### src/rtl/lc4_isa_pkg.sv
package lc4_isa_pkg;

    localparam int WORD_W    = 16;
    localparam int REG_SEL_W = 3;
    localparam int NZP_W     = 3;

    // instruction field positions
    localparam int OPC_LSB   = 12;
    localparam int OPC_W     = 4;
    localparam int RD_LSB    = 9;
    localparam int RS_LSB    = 6;
    localparam int RT_LSB    = 0;
    localparam int SUBOP_LSB = 3;
    localparam int IMM_BIT   = 5;
    localparam int IMM5_W    = 5;
    localparam int IMM6_W    = 6;
    localparam int IMM9_W    = 9;

    typedef logic [WORD_W-1:0]    word_t;
    typedef logic [REG_SEL_W-1:0] reg_sel_t;
    // n in the msb, p in the lsb
    typedef logic [NZP_W-1:0]     nzp_t;

    typedef enum logic [OPC_W-1:0] {
        OP_BR    = 4'b0000,
        OP_ARITH = 4'b0001,
        OP_LOGIC = 4'b0101,
        OP_LDR   = 4'b0110,
        OP_STR   = 4'b0111,
        OP_CONST = 4'b1001
    } opcode_e;

    typedef enum logic [2:0] {
        ALU_ADD,
        ALU_SUB,
        ALU_AND,
        ALU_OR,
        ALU_XOR,
        ALU_PASS_IMM,
        ALU_ADDR,
        ALU_BR_TARGET
    } alu_op_e;

    typedef struct packed {
        reg_sel_t rs;
        reg_sel_t rt;
        reg_sel_t rd;
        logic     rs_re;
        logic     rt_re;
        logic     regfile_we;
        logic     nzp_we;
        logic     is_load;
        logic     is_store;
        logic     is_branch;
        alu_op_e  alu_op;
    } ctrl_t;

    // sign class of a value written to the register file
    function automatic nzp_t nzp_of(word_t value);
        if (value[WORD_W-1]) begin
            return 3'b100;
        end
        if (value == '0) begin
            return 3'b010;
        end
        return 3'b001;
    endfunction

endpackage

### src/rtl/lc4_pipe_pkg.sv
package lc4_pipe_pkg;

    localparam lc4_isa_pkg::word_t RESET_PC = 16'h8200;

    typedef enum logic [1:0] {
        STALL_NONE   = 2'd0,
        // pipe-switch stall of a two-pipe core, never raised here
        STALL_PIPE   = 2'd1,
        STALL_BRANCH = 2'd2,
        STALL_LOAD   = 2'd3
    } stall_e;

    typedef struct packed {
        lc4_isa_pkg::word_t pc;
        lc4_isa_pkg::word_t insn;
        lc4_isa_pkg::ctrl_t ctrl;
        lc4_isa_pkg::word_t rs_data;
        lc4_isa_pkg::word_t rt_data;
        stall_e             stall;
    } stage_t;

    // one register-file write, as seen by a bypass
    typedef struct packed {
        logic                  we;
        lc4_isa_pkg::reg_sel_t sel;
        lc4_isa_pkg::word_t    data;
    } fwd_t;

    typedef struct packed {
        lc4_isa_pkg::word_t    pc;
        lc4_isa_pkg::word_t    insn;
        stall_e                stall;
        logic                  regfile_we;
        lc4_isa_pkg::reg_sel_t regfile_wsel;
        lc4_isa_pkg::word_t    regfile_data;
        logic                  nzp_we;
        lc4_isa_pkg::nzp_t     nzp_bits;
        logic                  dmem_we;
        lc4_isa_pkg::word_t    dmem_addr;
        lc4_isa_pkg::word_t    dmem_data;
    } trace_t;

    // empty slot with no control bits set
    function automatic stage_t stage_bubble(stall_e kind);
        stage_t s;
        s       = '0;
        s.stall = kind;
        return s;
    endfunction

    function automatic trace_t trace_idle();
        trace_t t;
        t       = '0;
        t.stall = STALL_BRANCH;
        return t;
    endfunction

endpackage

### src/rtl/lc4_regfile.sv
`timescale 1ns/10ps

module lc4_regfile (
    input  logic                  gwe,
    input  logic                  i_arst_n,
    input  lc4_isa_pkg::reg_sel_t i_rs,
    input  lc4_isa_pkg::reg_sel_t i_rt,
    input  lc4_isa_pkg::reg_sel_t i_wsel,
    input  logic                  i_we,
    input  lc4_isa_pkg::word_t    i_wdata,
    output lc4_isa_pkg::word_t    o_rs_data,
    output lc4_isa_pkg::word_t    o_rt_data
);
    import lc4_isa_pkg::*;

    word_t regs [2**REG_SEL_W];

    always_ff @(posedge gwe or negedge i_arst_n) begin
        if (!i_arst_n) begin
            for (int i = 0; i < 2**REG_SEL_W; i++) begin
                regs[i] <= '0;
            end
        end else if (i_we) begin
            regs[i_wsel] <= i_wdata;
        end
    end

    // writeback in this cycle is visible to decode right away
    assign o_rs_data = (i_we && i_wsel == i_rs) ? i_wdata : regs[i_rs];
    assign o_rt_data = (i_we && i_wsel == i_rt) ? i_wdata : regs[i_rt];

endmodule

### src/rtl/lc4_decode.sv
`timescale 1ns/10ps

module lc4_decode (
    input  logic                 gwe,
    input  logic                 i_arst_n,
    input  lc4_isa_pkg::word_t   i_insn,
    input  logic                 i_redirect,
    input  lc4_isa_pkg::word_t   i_redirect_pc,
    input  lc4_pipe_pkg::stage_t i_x_view,
    input  lc4_pipe_pkg::fwd_t   i_w_fwd,
    output lc4_isa_pkg::word_t   o_pc,
    output lc4_pipe_pkg::stage_t o_d2x
);
    import lc4_isa_pkg::*;
    import lc4_pipe_pkg::*;

    word_t  pc_q;
    word_t  d_pc;
    word_t  d_insn;
    stall_e d_stall;
    ctrl_t  dec;
    ctrl_t  ctrl;
    word_t  rs_data;
    word_t  rt_data;
    logic   load_use;
    logic   hold;

    always_comb begin
        dec    = '0;
        dec.rd = d_insn[RD_LSB +: REG_SEL_W];
        dec.rs = d_insn[RS_LSB +: REG_SEL_W];
        dec.rt = d_insn[RT_LSB +: REG_SEL_W];
        case (opcode_e'(d_insn[OPC_LSB +: OPC_W]))
            OP_BR: begin
                dec.is_branch = 1'b1;
                dec.alu_op    = ALU_BR_TARGET;
            end
            OP_ARITH: begin
                dec.rs_re      = 1'b1;
                dec.rt_re      = !d_insn[IMM_BIT];
                dec.regfile_we = 1'b1;
                dec.nzp_we     = 1'b1;
                dec.alu_op     = (d_insn[SUBOP_LSB +: 3] == 3'b010) ? ALU_SUB : ALU_ADD;
            end
            OP_LOGIC: begin
                dec.rs_re      = 1'b1;
                dec.rt_re      = !d_insn[IMM_BIT];
                dec.regfile_we = 1'b1;
                dec.nzp_we     = 1'b1;
                case (d_insn[SUBOP_LSB +: 3])
                    3'b010:  dec.alu_op = ALU_OR;
                    3'b011:  dec.alu_op = ALU_XOR;
                    default: dec.alu_op = ALU_AND;
                endcase
            end
            OP_LDR: begin
                dec.rs_re      = 1'b1;
                dec.regfile_we = 1'b1;
                dec.nzp_we     = 1'b1;
                dec.is_load    = 1'b1;
                dec.alu_op     = ALU_ADDR;
            end
            OP_STR: begin
                // store data register sits in the rd field
                dec.rt       = d_insn[RD_LSB +: REG_SEL_W];
                dec.rs_re    = 1'b1;
                dec.rt_re    = 1'b1;
                dec.is_store = 1'b1;
                dec.alu_op   = ALU_ADDR;
            end
            OP_CONST: begin
                dec.regfile_we = 1'b1;
                dec.nzp_we     = 1'b1;
                dec.alu_op     = ALU_PASS_IMM;
            end
            default: ;
        endcase
    end

    assign ctrl = (d_stall == STALL_NONE) ? dec : '0;

    // stored data of a STR is served by the WM bypass instead
    // a conditional branch also waits for the NZP bits of the load
    assign load_use = i_x_view.ctrl.is_load &&
                      ((ctrl.rs_re && ctrl.rs == i_x_view.ctrl.rd) ||
                       (ctrl.rt_re && !ctrl.is_store && ctrl.rt == i_x_view.ctrl.rd) ||
                       (ctrl.is_branch && |d_insn[RD_LSB +: NZP_W]));
    assign hold = load_use && !i_redirect;

    lc4_regfile u_regfile (
        .gwe       (gwe),
        .i_arst_n  (i_arst_n),
        .i_rs      (ctrl.rs),
        .i_rt      (ctrl.rt),
        .i_wsel    (i_w_fwd.sel),
        .i_we      (i_w_fwd.we),
        .i_wdata   (i_w_fwd.data),
        .o_rs_data (rs_data),
        .o_rt_data (rt_data)
    );

    always_ff @(posedge gwe or negedge i_arst_n) begin
        if (!i_arst_n) begin
            pc_q    <= RESET_PC;
            d_stall <= STALL_BRANCH;
        end else if (i_redirect) begin
            pc_q    <= i_redirect_pc;
            d_stall <= STALL_BRANCH;
        end else if (!hold) begin
            pc_q    <= pc_q + 1'b1;
            d_stall <= STALL_NONE;
        end
    end

    always_ff @(posedge gwe) begin
        if (!i_redirect && !hold) begin
            d_pc   <= pc_q;
            d_insn <= i_insn;
        end
    end

    always_comb begin
        if (i_redirect) begin
            o_d2x = stage_bubble(STALL_BRANCH);
        end else if (load_use) begin
            o_d2x = stage_bubble(STALL_LOAD);
        end else if (d_stall != STALL_NONE) begin
            o_d2x = stage_bubble(d_stall);
        end else begin
            o_d2x = '{pc: d_pc, insn: d_insn, ctrl: ctrl, rs_data: rs_data,
                      rt_data: rt_data, stall: STALL_NONE};
        end
    end

    assign o_pc = pc_q;

    // a taken branch in execute is never a load, so no load-use hold meets a flush
    a_redirect_no_hold: assert property (@(posedge gwe) disable iff (!i_arst_n)
        i_redirect |-> !load_use);

endmodule

### src/rtl/lc4_execute.sv
`timescale 1ns/10ps

module lc4_execute (
    input  logic                 gwe,
    input  logic                 i_arst_n,
    input  lc4_pipe_pkg::stage_t i_d2x,
    input  lc4_pipe_pkg::fwd_t   i_m_fwd,
    input  lc4_pipe_pkg::fwd_t   i_w_fwd,
    output lc4_pipe_pkg::stage_t o_x_view,
    output lc4_pipe_pkg::stage_t o_x2m,
    output logic                 o_redirect,
    output lc4_isa_pkg::word_t   o_redirect_pc
);
    import lc4_isa_pkg::*;
    import lc4_pipe_pkg::*;

    stage_t x_q;
    word_t  rs_val;
    word_t  rt_val;
    word_t  op_b;
    word_t  imm5;
    word_t  imm6;
    word_t  imm9;
    word_t  alu_res;
    nzp_t   nzp_q;
    nzp_t   nzp_eff;
    nzp_t   cond;
    logic   m_ld;
    logic   w_ld;
    logic   m_nzw;
    logic   ld_pending;
    logic   taken;

    // memory stage is younger than writeback, so it wins
    function automatic word_t bypass(reg_sel_t sel, word_t reg_val, fwd_t m, fwd_t w);
        if (m.we && m.sel == sel) begin
            return m.data;
        end
        if (w.we && w.sel == sel) begin
            return w.data;
        end
        return reg_val;
    endfunction

    always_ff @(posedge gwe or negedge i_arst_n) begin
        if (!i_arst_n) begin
            x_q <= stage_bubble(STALL_BRANCH);
        end else begin
            x_q <= i_d2x;
        end
    end

    assign rs_val = bypass(x_q.ctrl.rs, x_q.rs_data, i_m_fwd, i_w_fwd);
    assign rt_val = bypass(x_q.ctrl.rt, x_q.rt_data, i_m_fwd, i_w_fwd);

    assign imm5 = {{(WORD_W-IMM5_W){x_q.insn[IMM5_W-1]}}, x_q.insn[IMM5_W-1:0]};
    assign imm6 = {{(WORD_W-IMM6_W){x_q.insn[IMM6_W-1]}}, x_q.insn[IMM6_W-1:0]};
    assign imm9 = {{(WORD_W-IMM9_W){x_q.insn[IMM9_W-1]}}, x_q.insn[IMM9_W-1:0]};
    assign op_b = x_q.ctrl.rt_re ? rt_val : imm5;

    always_comb begin
        case (x_q.ctrl.alu_op)
            ALU_ADD:       alu_res = rs_val + op_b;
            ALU_SUB:       alu_res = rs_val - op_b;
            ALU_AND:       alu_res = rs_val & op_b;
            ALU_OR:        alu_res = rs_val | op_b;
            ALU_XOR:       alu_res = rs_val ^ op_b;
            ALU_PASS_IMM:  alu_res = imm9;
            ALU_ADDR:      alu_res = rs_val + imm6;
            ALU_BR_TARGET: alu_res = x_q.pc + 1'b1 + imm9;
            default:       alu_res = '0;
        endcase
    end

    // loads write NZP from writeback, so track them down the pipe
    always_ff @(posedge gwe or negedge i_arst_n) begin
        if (!i_arst_n) begin
            nzp_q <= '0;
            m_ld  <= 1'b0;
            w_ld  <= 1'b0;
            m_nzw <= 1'b0;
        end else begin
            m_ld  <= x_q.ctrl.is_load;
            w_ld  <= m_ld;
            m_nzw <= x_q.ctrl.nzp_we && !x_q.ctrl.is_load;
            if (x_q.ctrl.nzp_we && !x_q.ctrl.is_load) begin
                nzp_q <= nzp_of(alu_res);
            end else if (ld_pending) begin
                nzp_q <= nzp_of(i_w_fwd.data);
            end
        end
    end

    // a load in writeback is the newest NZP writer unless an ALU op followed it
    assign ld_pending = w_ld && !m_nzw;
    assign nzp_eff    = ld_pending ? nzp_of(i_w_fwd.data) : nzp_q;
    assign cond       = x_q.insn[RD_LSB +: NZP_W];
    assign taken      = x_q.ctrl.is_branch && |(cond & nzp_eff);

    assign o_redirect    = taken;
    assign o_redirect_pc = alu_res;
    assign o_x_view      = x_q;
    assign o_x2m         = '{pc: x_q.pc, insn: x_q.insn, ctrl: x_q.ctrl, rs_data: alu_res,
                             rt_data: rt_val, stall: x_q.stall};

    // only a real branch redirects, and the slot behind it arrives flushed
    a_no_bubble_redirect: assert property (@(posedge gwe) disable iff (!i_arst_n)
        o_redirect |-> (x_q.stall == STALL_NONE) ##1 (x_q.stall == STALL_BRANCH));

endmodule

### src/rtl/lc4_result.sv
`timescale 1ns/10ps

module lc4_result (
    input  logic                 gwe,
    input  logic                 i_arst_n,
    input  lc4_pipe_pkg::stage_t i_x2m,
    input  lc4_isa_pkg::word_t   i_dmem_rdata,
    output lc4_isa_pkg::word_t   o_dmem_addr,
    output logic                 o_dmem_we,
    output lc4_isa_pkg::word_t   o_dmem_wdata,
    output lc4_pipe_pkg::fwd_t   o_m_fwd,
    output lc4_pipe_pkg::fwd_t   o_w_fwd,
    output lc4_pipe_pkg::trace_t o_trace
);
    import lc4_isa_pkg::*;
    import lc4_pipe_pkg::*;

    stage_t m_q;
    trace_t w_q;
    trace_t w_d;
    word_t  st_data;
    word_t  wb_data;
    logic   mem_access;

    always_ff @(posedge gwe or negedge i_arst_n) begin
        if (!i_arst_n) begin
            m_q <= stage_bubble(STALL_BRANCH);
            w_q <= trace_idle();
        end else begin
            m_q <= i_x2m;
            w_q <= w_d;
        end
    end

    assign mem_access = m_q.ctrl.is_load || m_q.ctrl.is_store;

    // WM bypass of store data from the instruction now in writeback
    assign st_data = (w_q.regfile_we && w_q.regfile_wsel == m_q.ctrl.rt) ?
                     w_q.regfile_data : m_q.rt_data;
    assign wb_data = m_q.ctrl.is_load ? i_dmem_rdata : m_q.rs_data;

    assign o_dmem_addr  = mem_access ? m_q.rs_data : '0;
    assign o_dmem_we    = m_q.ctrl.is_store;
    assign o_dmem_wdata = st_data;

    // a load never forwards from here, decode holds its consumer back
    assign o_m_fwd = '{we: m_q.ctrl.regfile_we && !m_q.ctrl.is_load,
                       sel: m_q.ctrl.rd, data: m_q.rs_data};

    always_comb begin
        w_d.pc           = m_q.pc;
        w_d.insn         = m_q.insn;
        w_d.stall        = m_q.stall;
        w_d.regfile_we   = m_q.ctrl.regfile_we;
        w_d.regfile_wsel = m_q.ctrl.rd;
        w_d.regfile_data = wb_data;
        w_d.nzp_we       = m_q.ctrl.nzp_we;
        w_d.nzp_bits     = nzp_of(wb_data);
        w_d.dmem_we      = m_q.ctrl.is_store;
        w_d.dmem_addr    = o_dmem_addr;
        if (m_q.ctrl.is_load) begin
            w_d.dmem_data = i_dmem_rdata;
        end else if (m_q.ctrl.is_store) begin
            w_d.dmem_data = st_data;
        end else begin
            w_d.dmem_data = '0;
        end
    end

    assign o_trace = w_q;
    assign o_w_fwd = '{we: w_q.regfile_we, sel: w_q.regfile_wsel, data: w_q.regfile_data};

    // memory writes come only from a decoded STR
    a_dmem_we_store: assert property (@(posedge gwe) disable iff (!i_arst_n)
        o_dmem_we |-> (opcode_e'(m_q.insn[OPC_LSB +: OPC_W]) == OP_STR) &&
        (m_q.stall == STALL_NONE));

endmodule

### src/rtl/lc4_core.sv
`timescale 1ns/10ps

module lc4_core (
    input  logic                 gwe,
    input  logic                 i_arst_n,
    input  lc4_isa_pkg::word_t   i_imem_insn,
    input  lc4_isa_pkg::word_t   i_dmem_rdata,
    output lc4_isa_pkg::word_t   o_imem_addr,
    output lc4_isa_pkg::word_t   o_dmem_addr,
    output logic                 o_dmem_we,
    output lc4_isa_pkg::word_t   o_dmem_wdata,
    output lc4_pipe_pkg::trace_t o_trace
);
    import lc4_isa_pkg::*;
    import lc4_pipe_pkg::*;

    stage_t d2x;
    stage_t x_view;
    stage_t x2m;
    fwd_t   m_fwd;
    fwd_t   w_fwd;
    logic   redirect;
    word_t  redirect_pc;

    // fetch and decode
    lc4_decode u_decode (
        .gwe           (gwe),
        .i_arst_n      (i_arst_n),
        .i_insn        (i_imem_insn),
        .i_redirect    (redirect),
        .i_redirect_pc (redirect_pc),
        .i_x_view      (x_view),
        .i_w_fwd       (w_fwd),
        .o_pc          (o_imem_addr),
        .o_d2x         (d2x)
    );

    lc4_execute u_execute (
        .gwe           (gwe),
        .i_arst_n      (i_arst_n),
        .i_d2x         (d2x),
        .i_m_fwd       (m_fwd),
        .i_w_fwd       (w_fwd),
        .o_x_view      (x_view),
        .o_x2m         (x2m),
        .o_redirect    (redirect),
        .o_redirect_pc (redirect_pc)
    );

    // memory and writeback
    lc4_result u_result (
        .gwe          (gwe),
        .i_arst_n     (i_arst_n),
        .i_x2m        (x2m),
        .i_dmem_rdata (i_dmem_rdata),
        .o_dmem_addr  (o_dmem_addr),
        .o_dmem_we    (o_dmem_we),
        .o_dmem_wdata (o_dmem_wdata),
        .o_m_fwd      (m_fwd),
        .o_w_fwd      (w_fwd),
        .o_trace      (o_trace)
    );

endmodule

### config.mk
export PLATFORM = sky130hd
export DESIGN_NAME = lc4_core
export DESIGN_NICKNAME = d
export VERILOG_FILES = /design/src/rtl/lc4_isa_pkg.sv /design/src/rtl/lc4_pipe_pkg.sv /design/src/rtl/lc4_regfile.sv /design/src/rtl/lc4_decode.sv /design/src/rtl/lc4_execute.sv /design/src/rtl/lc4_result.sv /design/src/rtl/lc4_core.sv
export SDC_FILE = /design/constraint.sdc
export NUM_CORES = 1
export LEC_CHECK = 0
export BUFFER_PORTS_ARGS = -buffer_cell sky130_fd_sc_hd__buf_2
export CORE_AREA = 2 2 199 201
export DETAILED_ROUTE_END_ITERATION = 8
export DIE_AREA = 0 0 201 203
export PLACE_DENSITY_LB_ADDON = 0.3
export SLEW_MARGIN = 20
export SYNTH_ARGS = -nofsm -noshare
export SYNTH_HDL_FRONTEND = slang
export SYNTH_SLANG_ARGS = --single-unit
### constraint.sdc
create_clock -name gwe -period 6.2 [get_ports gwe]
set_clock_uncertainty 0.1 [all_clocks]
set_input_delay 0.31 -clock gwe [delete_from_list [all_inputs] [get_ports gwe]]
set_output_delay 0.31 -clock gwe [all_outputs]
set_load 0.02 [all_outputs]
==> results of run 1 <==
==> registers in the layout, indices dropped and copies added, names as in the netlist, 3 cells and up <==
register                 cells
u_decode.d_insn             16
u_decode.d_pc               16
u_decode.o_pc               16
u_decode.u_regfile.regs    128
u_execute.nzp_q              3
u_execute.o_x2m             48
u_execute.o_x_view          32
u_result.m_q                55
u_result.o_m_fwd            16
u_result.o_trace            86
==> critical path, cell delays in order (launching register included) <==
cell,delay [ns]
dfrtp_1,0.43
xnor2_2,0.43
nand4_4,0.25
a221oi_2,0.38
nor2_1,0.08
a21oi_1,0.27
inv_2,0.10
or3_4,0.42
nor3_1,0.19
xnor2_1,0.15
o221ai_1,0.18
ha_1,0.38
o211ai_1,0.11
o211ai_1,0.27
nand4_1,0.17
a311oi_1,0.46
a21o_1,0.18
a21oi_1,0.07
xor2_1,0.12
o21ai_0,0.18
or3_1,0.43
o2bb2ai_1,0.13
==> layout make-up <==
| type | instances | area, µm² |
|---|---|---|
| clock buffer | 62 | 1290 |
| clock inverter | 19 | 264 |
| fill | 3016 | 14100 |
| inverter | 73 | 274 |
| multi-input combinational | 1186 | 9590 |
| sequential | 420 | 10700 |
| tap | 518 | 648 |
| timing repair buffer | 253 | 1590 |
==> worst paths after layout <==
path	from	endpoint	slack (ns)
worst max-delay path	u_execute.o_x2m[47]	u_execute.nzp_q[0]	0.57
worst min-delay path	u_result.m_q[81]	u_result.o_trace[87]	0.25
worst max register to register	u_execute.o_x2m[47]	u_execute.nzp_q[0]	0.57
worst min register to register	u_result.m_q[81]	u_result.o_trace[87]	0.25
max in group asynchronous	i_arst_n	u_decode.u_regfile.regs[122]	4.27
min in group asynchronous	i_arst_n	u_result.o_trace[81]	0.26
==> metrics by stage <==
| step | hold slack, ns | area, µm² | total power (µW) | setup slack, ns |
|---|---|---|---|---|
| 5_1_grt | 0.249 | 24300 | 12500 | 0.0792 |
| 2_1_floorplan | -0.0856 | 21100 | 7440 | 1.30 |
| 3_5_place_dp | 0.235 | 22400 | 8980 | 0.678 |
| 6_report | 0.245 | 24300 | 11800 | 0.573 |
| 4_1_cts | 0.246 | 24300 | 11800 | 0.625 |
| 3_3_place_gp | 0.233 | 22400 | 8860 | 0.817 |
==> cells in the final DEF, fill, tap and decap left out, drive strengths merged, types with 40 or more instances in the layout <==
cell	n
dfrtp	382
nor2	128
inv	75
clkbuf	62
mux2	158
and2	41
xnor2	40
nand2	104
mux2i	59
buf	220
o21ai	84
a21oi	81
ha	67
mux4	47
==> kinds of logic (layout without fill, tap and decap cells) <==
kind of cell,Yosys count,in the layout,synth area share (%)
xor gates and xnor gates,71,71,3.12
and+or+nand+nor,430,430,10.3
adders and majority gates,69,69,4.16
buffers and inverters,209,407,4.30
muxes,264,264,16.3
AOI/OAI and AO/OA,352,352,11.3
DFF,420,420,50.6
==> metal layers <==
| metal | global-route usage [%] | vias up | wire length (µm) |
|---|---|---|---|
| li1 | - | 6864 | - |
| met1 | 38.2 | 7810 | 23500 |
| met2 | 50.0 | 616 | 29700 |
| met3 | 4.64 | 125 | 3820 |
| met4 | 11.3 | 0 | 2280 |
| met5 | 0 | - | 0 |
==> timing repair <==
action	in CTS	in global routing
hold buffers	33	0
setup buffers	0	0
setup endpoints to repair	0	0
endpoints found under the hold margin	147	0
==> power by group <==
| part | total, µW | switching, µW | internal, µW |
|---|---|---|---|
| Clock | 2800 | 1160 | 1640 |
| Combinational | 4360 | 2450 | 1910 |
| Sequential | 4680 | 889 | 3790 |
==> results.toml, run 1 <==
[critical_path]
cp_max_fo = 11
crit_required_ns = 6.56
crit_arrival_ns = 5.99
end_kind = "register"
crit_path_start_kind = "register"
reg2reg_depth = 21
crit_type = "register to register"

[timing]
finalSetupViolations = 0
fmax_mhz = 178
rsz0062_at_grt = "no"
tns_ns = 0
fin_crit_sh_pct = 90.8
finalCriticalPeriod_ns = 5.63
tightest_slew_ns = 1.05
slew_headroom_pct = 29.8
hold_viol = 0
slew_viol_final = 0

[routing]
routed_wirelength_mm = 59.2
via_per_inst = 6.09
vias = 15415
drtAntennaViolNets = 0
dr.pass1.iters = 6
drt_iter0_markers = 1428
wl_per_cell_um = 23.4
drc = 0

[grt]
grt_use_total_pct = 29.4
grt_pass1_vias = 15444
gr-total-overflow = 0
grt_max_degree = 175
antenna_found_initial = 0
grt_pass1_wl_mm = 91.4

[clock_tree]
cts_sinks = 420
cts_resized = 0
ctsHtreeMaxLevel = 2
clockRootBuffer = "clkbuf_16"
clkTransAtPathRegs_ns = 0.07
worstSkewPairLatency_ns = 0.60
clk_path_buf_depth = 3
numCtsBuffers = 45
cts_tree = "done"

[floorplan]
die_w_um = 201
rows = 72
die_area_um2 = 40800
boundaryPins = 174
die_h_um = 203
start_util_pct = 54.8
coreArea_um2 = 38500

[placed_design]
dpl.hpwl_mm = 41.3
dp_cells = 2415
io_buffers = 173
finalWeightedCongestion = 0.952

[finish]
final_cells = 2531
num-nets-final = 2082
antenna_cells = 0
synthToLayoutAreaGrowth_pct = 15.4
drive_gt1_share_pct = 26.9
utilization_pct = 63.3

[pwr]
powerDensity_nw_per_um2 = 487
p_leak_uw = 0.0112
peakVddDrop_mv = 0.300

[run]
cap_violations = 0

[synth]
async_flop_share_pct = 92.4
yosys_warnings = 0
synth_common_cells = "dfrtp_1 (382), mux2_2 (158), nor2_1 (127)"
syn_avg_cell_area_um2 = 11.6
yosysMostFrequentCell = "dfrtp_1"
synth_top_area_cell = "dfrtp_1"
synth_top_area_share_pct = 45.3
yosysSeqAreaShare_pct = 50.6
syn_area_um2 = 21100
synth_nets = 1918
yosys_most_used_dff = "dfrtp_1"
post_synth_num_cell_types = 87
synth_cells = 1815
synth_edf_count = 32
synth-seq-cells = 420
netlist_top_cells_area = "dfrtp_1 (45%), mux2_2 (8.4%), mux4_2 (5.0%), edfxtp_1 (4.6%), ha_1 (4.0%)"

[hold_path]
whs_path_depth = 0
hold_path.class = "register to register"

[outcome]
status = "finished clean"
(Power assumes the default switching activity.)
==> inputs of run 2 (changes only) <==
Settings changed: PLACE_DENSITY from default to 0.74, PLACE_DENSITY_LB_ADDON 0.3 to default, SKIP_CTS_REPAIR_TIMING from default to 1.
==> results.toml, run 2 (synthesis gave the netlist of run 1 again) <==
[outcome]
status = "finished clean"

[floorplan]
boundaryPins = 174
die_w_um = 201
coreArea_um2 = 38500
rows = 72
die_area_um2 = 40800
start_util_pct = 54.8
die_h_um = 203

[critical_path]
worstPathCellList = "xnor2_2, nand4_4, a221oi_2, a2bb2oi_4, inv_2, or3_4, nor3_1, xnor2_1, o221ai_1, ha_1, o211ai_1, o211ai_1, nand4_1, a311oi_1, a21o_1, a21oi_1, xor2_1, o21ai_0, or3_1, o2bb2ai_1"
crit_type = "register to register"
crit_required_ns = 6.54
cpMostUsedCell = "o211ai_1"
path_delay_family = "compound AO/OA/AOI/OAI gates"
reg2reg_slack_ns = 0.57
reg2reg_depth = 20
crit_buf_inv = 1
cp_slowest_cell = "a221oi_2"
r2r-end = "u_execute.nzp_q[0]"
crit_path_start_kind = "register"
end_kind = "register"
critPathMaxStageDelay_ns = 0.49
cp_max_fo = 11
crit_arrival_ns = 5.97
r2r_start = "u_execute.o_x2m[47]"

[grt]
use_met3_pct = 4.37
antenna_found_initial = 0
busiest_layer = "met2"
grt_pass1_vias = 15587
met2_usage_pct = 49.2
grt_max_degree = 190
grt_pass1_wl_mm = 91.7
gr-total-overflow = 0
use_met1_pct = 38.2
grt_use_total_pct = 29.5

[finish]
drive_gt1_share_pct = 26.6
final_cell_mix = "dfrtp_1 (382), buf_2 (172), mux2_2 (158), nor2_1 (121), nand2_1 (104)"
utilization_pct = 63.0
postLayoutCellArea_um2 = 24200
num-nets-final = 2076
final_common_cell = "dfrtp_1"
synthToLayoutAreaGrowth_pct = 14.9
largest_reg_flops = 128
antenna_cells = 0
top_register = "u_decode.u_regfile.regs"
fillers = 2981

[routing]
wl_per_cell_um = 23.7
drc = 0
dr.pass1.iters = 5
via_per_inst = 6.14
routed_wirelength_mm = 59.9
vias = 15507
drt_iter0_markers = 1556
drtAntennaViolNets = 0

[pwr]
p_leak_uw = 0.0111
peakVddDrop_mv = 0.258
powerDensity_nw_per_um2 = 484

[timing]
tns_ns = 0
fmax_mhz = 177
slew_viol_final = 0
rsz0062_at_grt = "no"
hold_viol = 0
fin_ws_ns = 0.566
slew_headroom_pct = 22.3
hold_ws_ns = 0.247
tightest_slew_ns = 1.16
finalCriticalPeriod_ns = 5.63
fin_crit_sh_pct = 90.9
finalSetupViolations = 0

[clock_tree]
cts_tree = "done"
clk_path_buf_depth = 3
clockRootBuffer = "clkbuf_16"
cts_sinks = 420
ctsHtreeMaxLevel = 2
clkTransAtPathRegs_ns = 0.06
worstSkewPairLatency_ns = 0.59
numCtsBuffers = 43

[hold_path]
worstHoldEndpoint = "u_result.o_trace[72]"
whs_path_depth = 0
hold_path.class = "register to register"
hp-start = "u_result.m_q[66]"

[placed_design]
place_area_um2 = 22400
finalWeightedCongestion = 0.943
place_ws_ns = 0.650
io_buffers = 173
dpl.hpwl_mm = 41.5

[run]
cap_violations = 0
## run 2: cell types whose count changed in the layout (fill, tap and decap cells not counted), moves of 2 or more
cell,before,now
buf_4,43,40
inv_16,3,1
clkbuf_8,10,7
clkbuf_1,7,12
clkinvlp_4,3,1
clkinv_1,4,2
## run 2: how the worst max path moves through the flow
stage | start | to | slack (ns) | cells past startpoint
floorplan | u_result.o_trace[68] | u_execute.nzp_q[0] | 1.30 | 22
global placement | u_execute.o_x2m[49] | u_execute.nzp_q[0] | 0.83 | 21
detailed placement | u_execute.o_x2m[47] | u_execute.nzp_q[0] | 0.65 | 20
CTS | u_execute.o_x2m[47] | u_execute.nzp_q[0] | 0.64 | 20
global route | u_execute.o_x2m[47] | u_execute.nzp_q[0] | 0.17 | 21
finish | u_execute.o_x2m[47] | u_execute.nzp_q[0] | 0.57 | 20
## run 2: metrics by stage
step	power, µW	instances
finish	11700	2524
floorplan	7440	1815
detailed placement	8980	2412
CTS	11700	2490
global placement	8850	2411
global route	12300	2524
## run 2: per-layer routing
layer / vias up / part of all wire [%]
met5: - / 0
met4: 0 / 4.4
met3: 152 / 6.4
met2: 646 / 49
met1: 7878 / 40
li1: 6831 / -
## run 2: power by group
| group | internal, µW | total [µW] | leakage, µW | switching, µW |
|---|---|---|---|---|
| registers | 3790 | 4740 | 0.00515 | 948 |
| clock network | 1570 | 2690 | 0.000715 | 1120 |
| logic | 1900 | 4300 | 0.00527 | 2400 |
## run 2: final cells by class
type                            instances  area, µm²  share of cell area [%]
Sequential cell                       420      10700                    44.0
Multi-Input combinational cell       1186       9600                    39.6
Timing Repair Buffer                  249       1570                    6.47
Clock buffer                           63       1240                    5.13
Tap cell                              518        648                    2.67
Inverter                               73        274                    1.13
Clock inverter                         15        226                   0.934
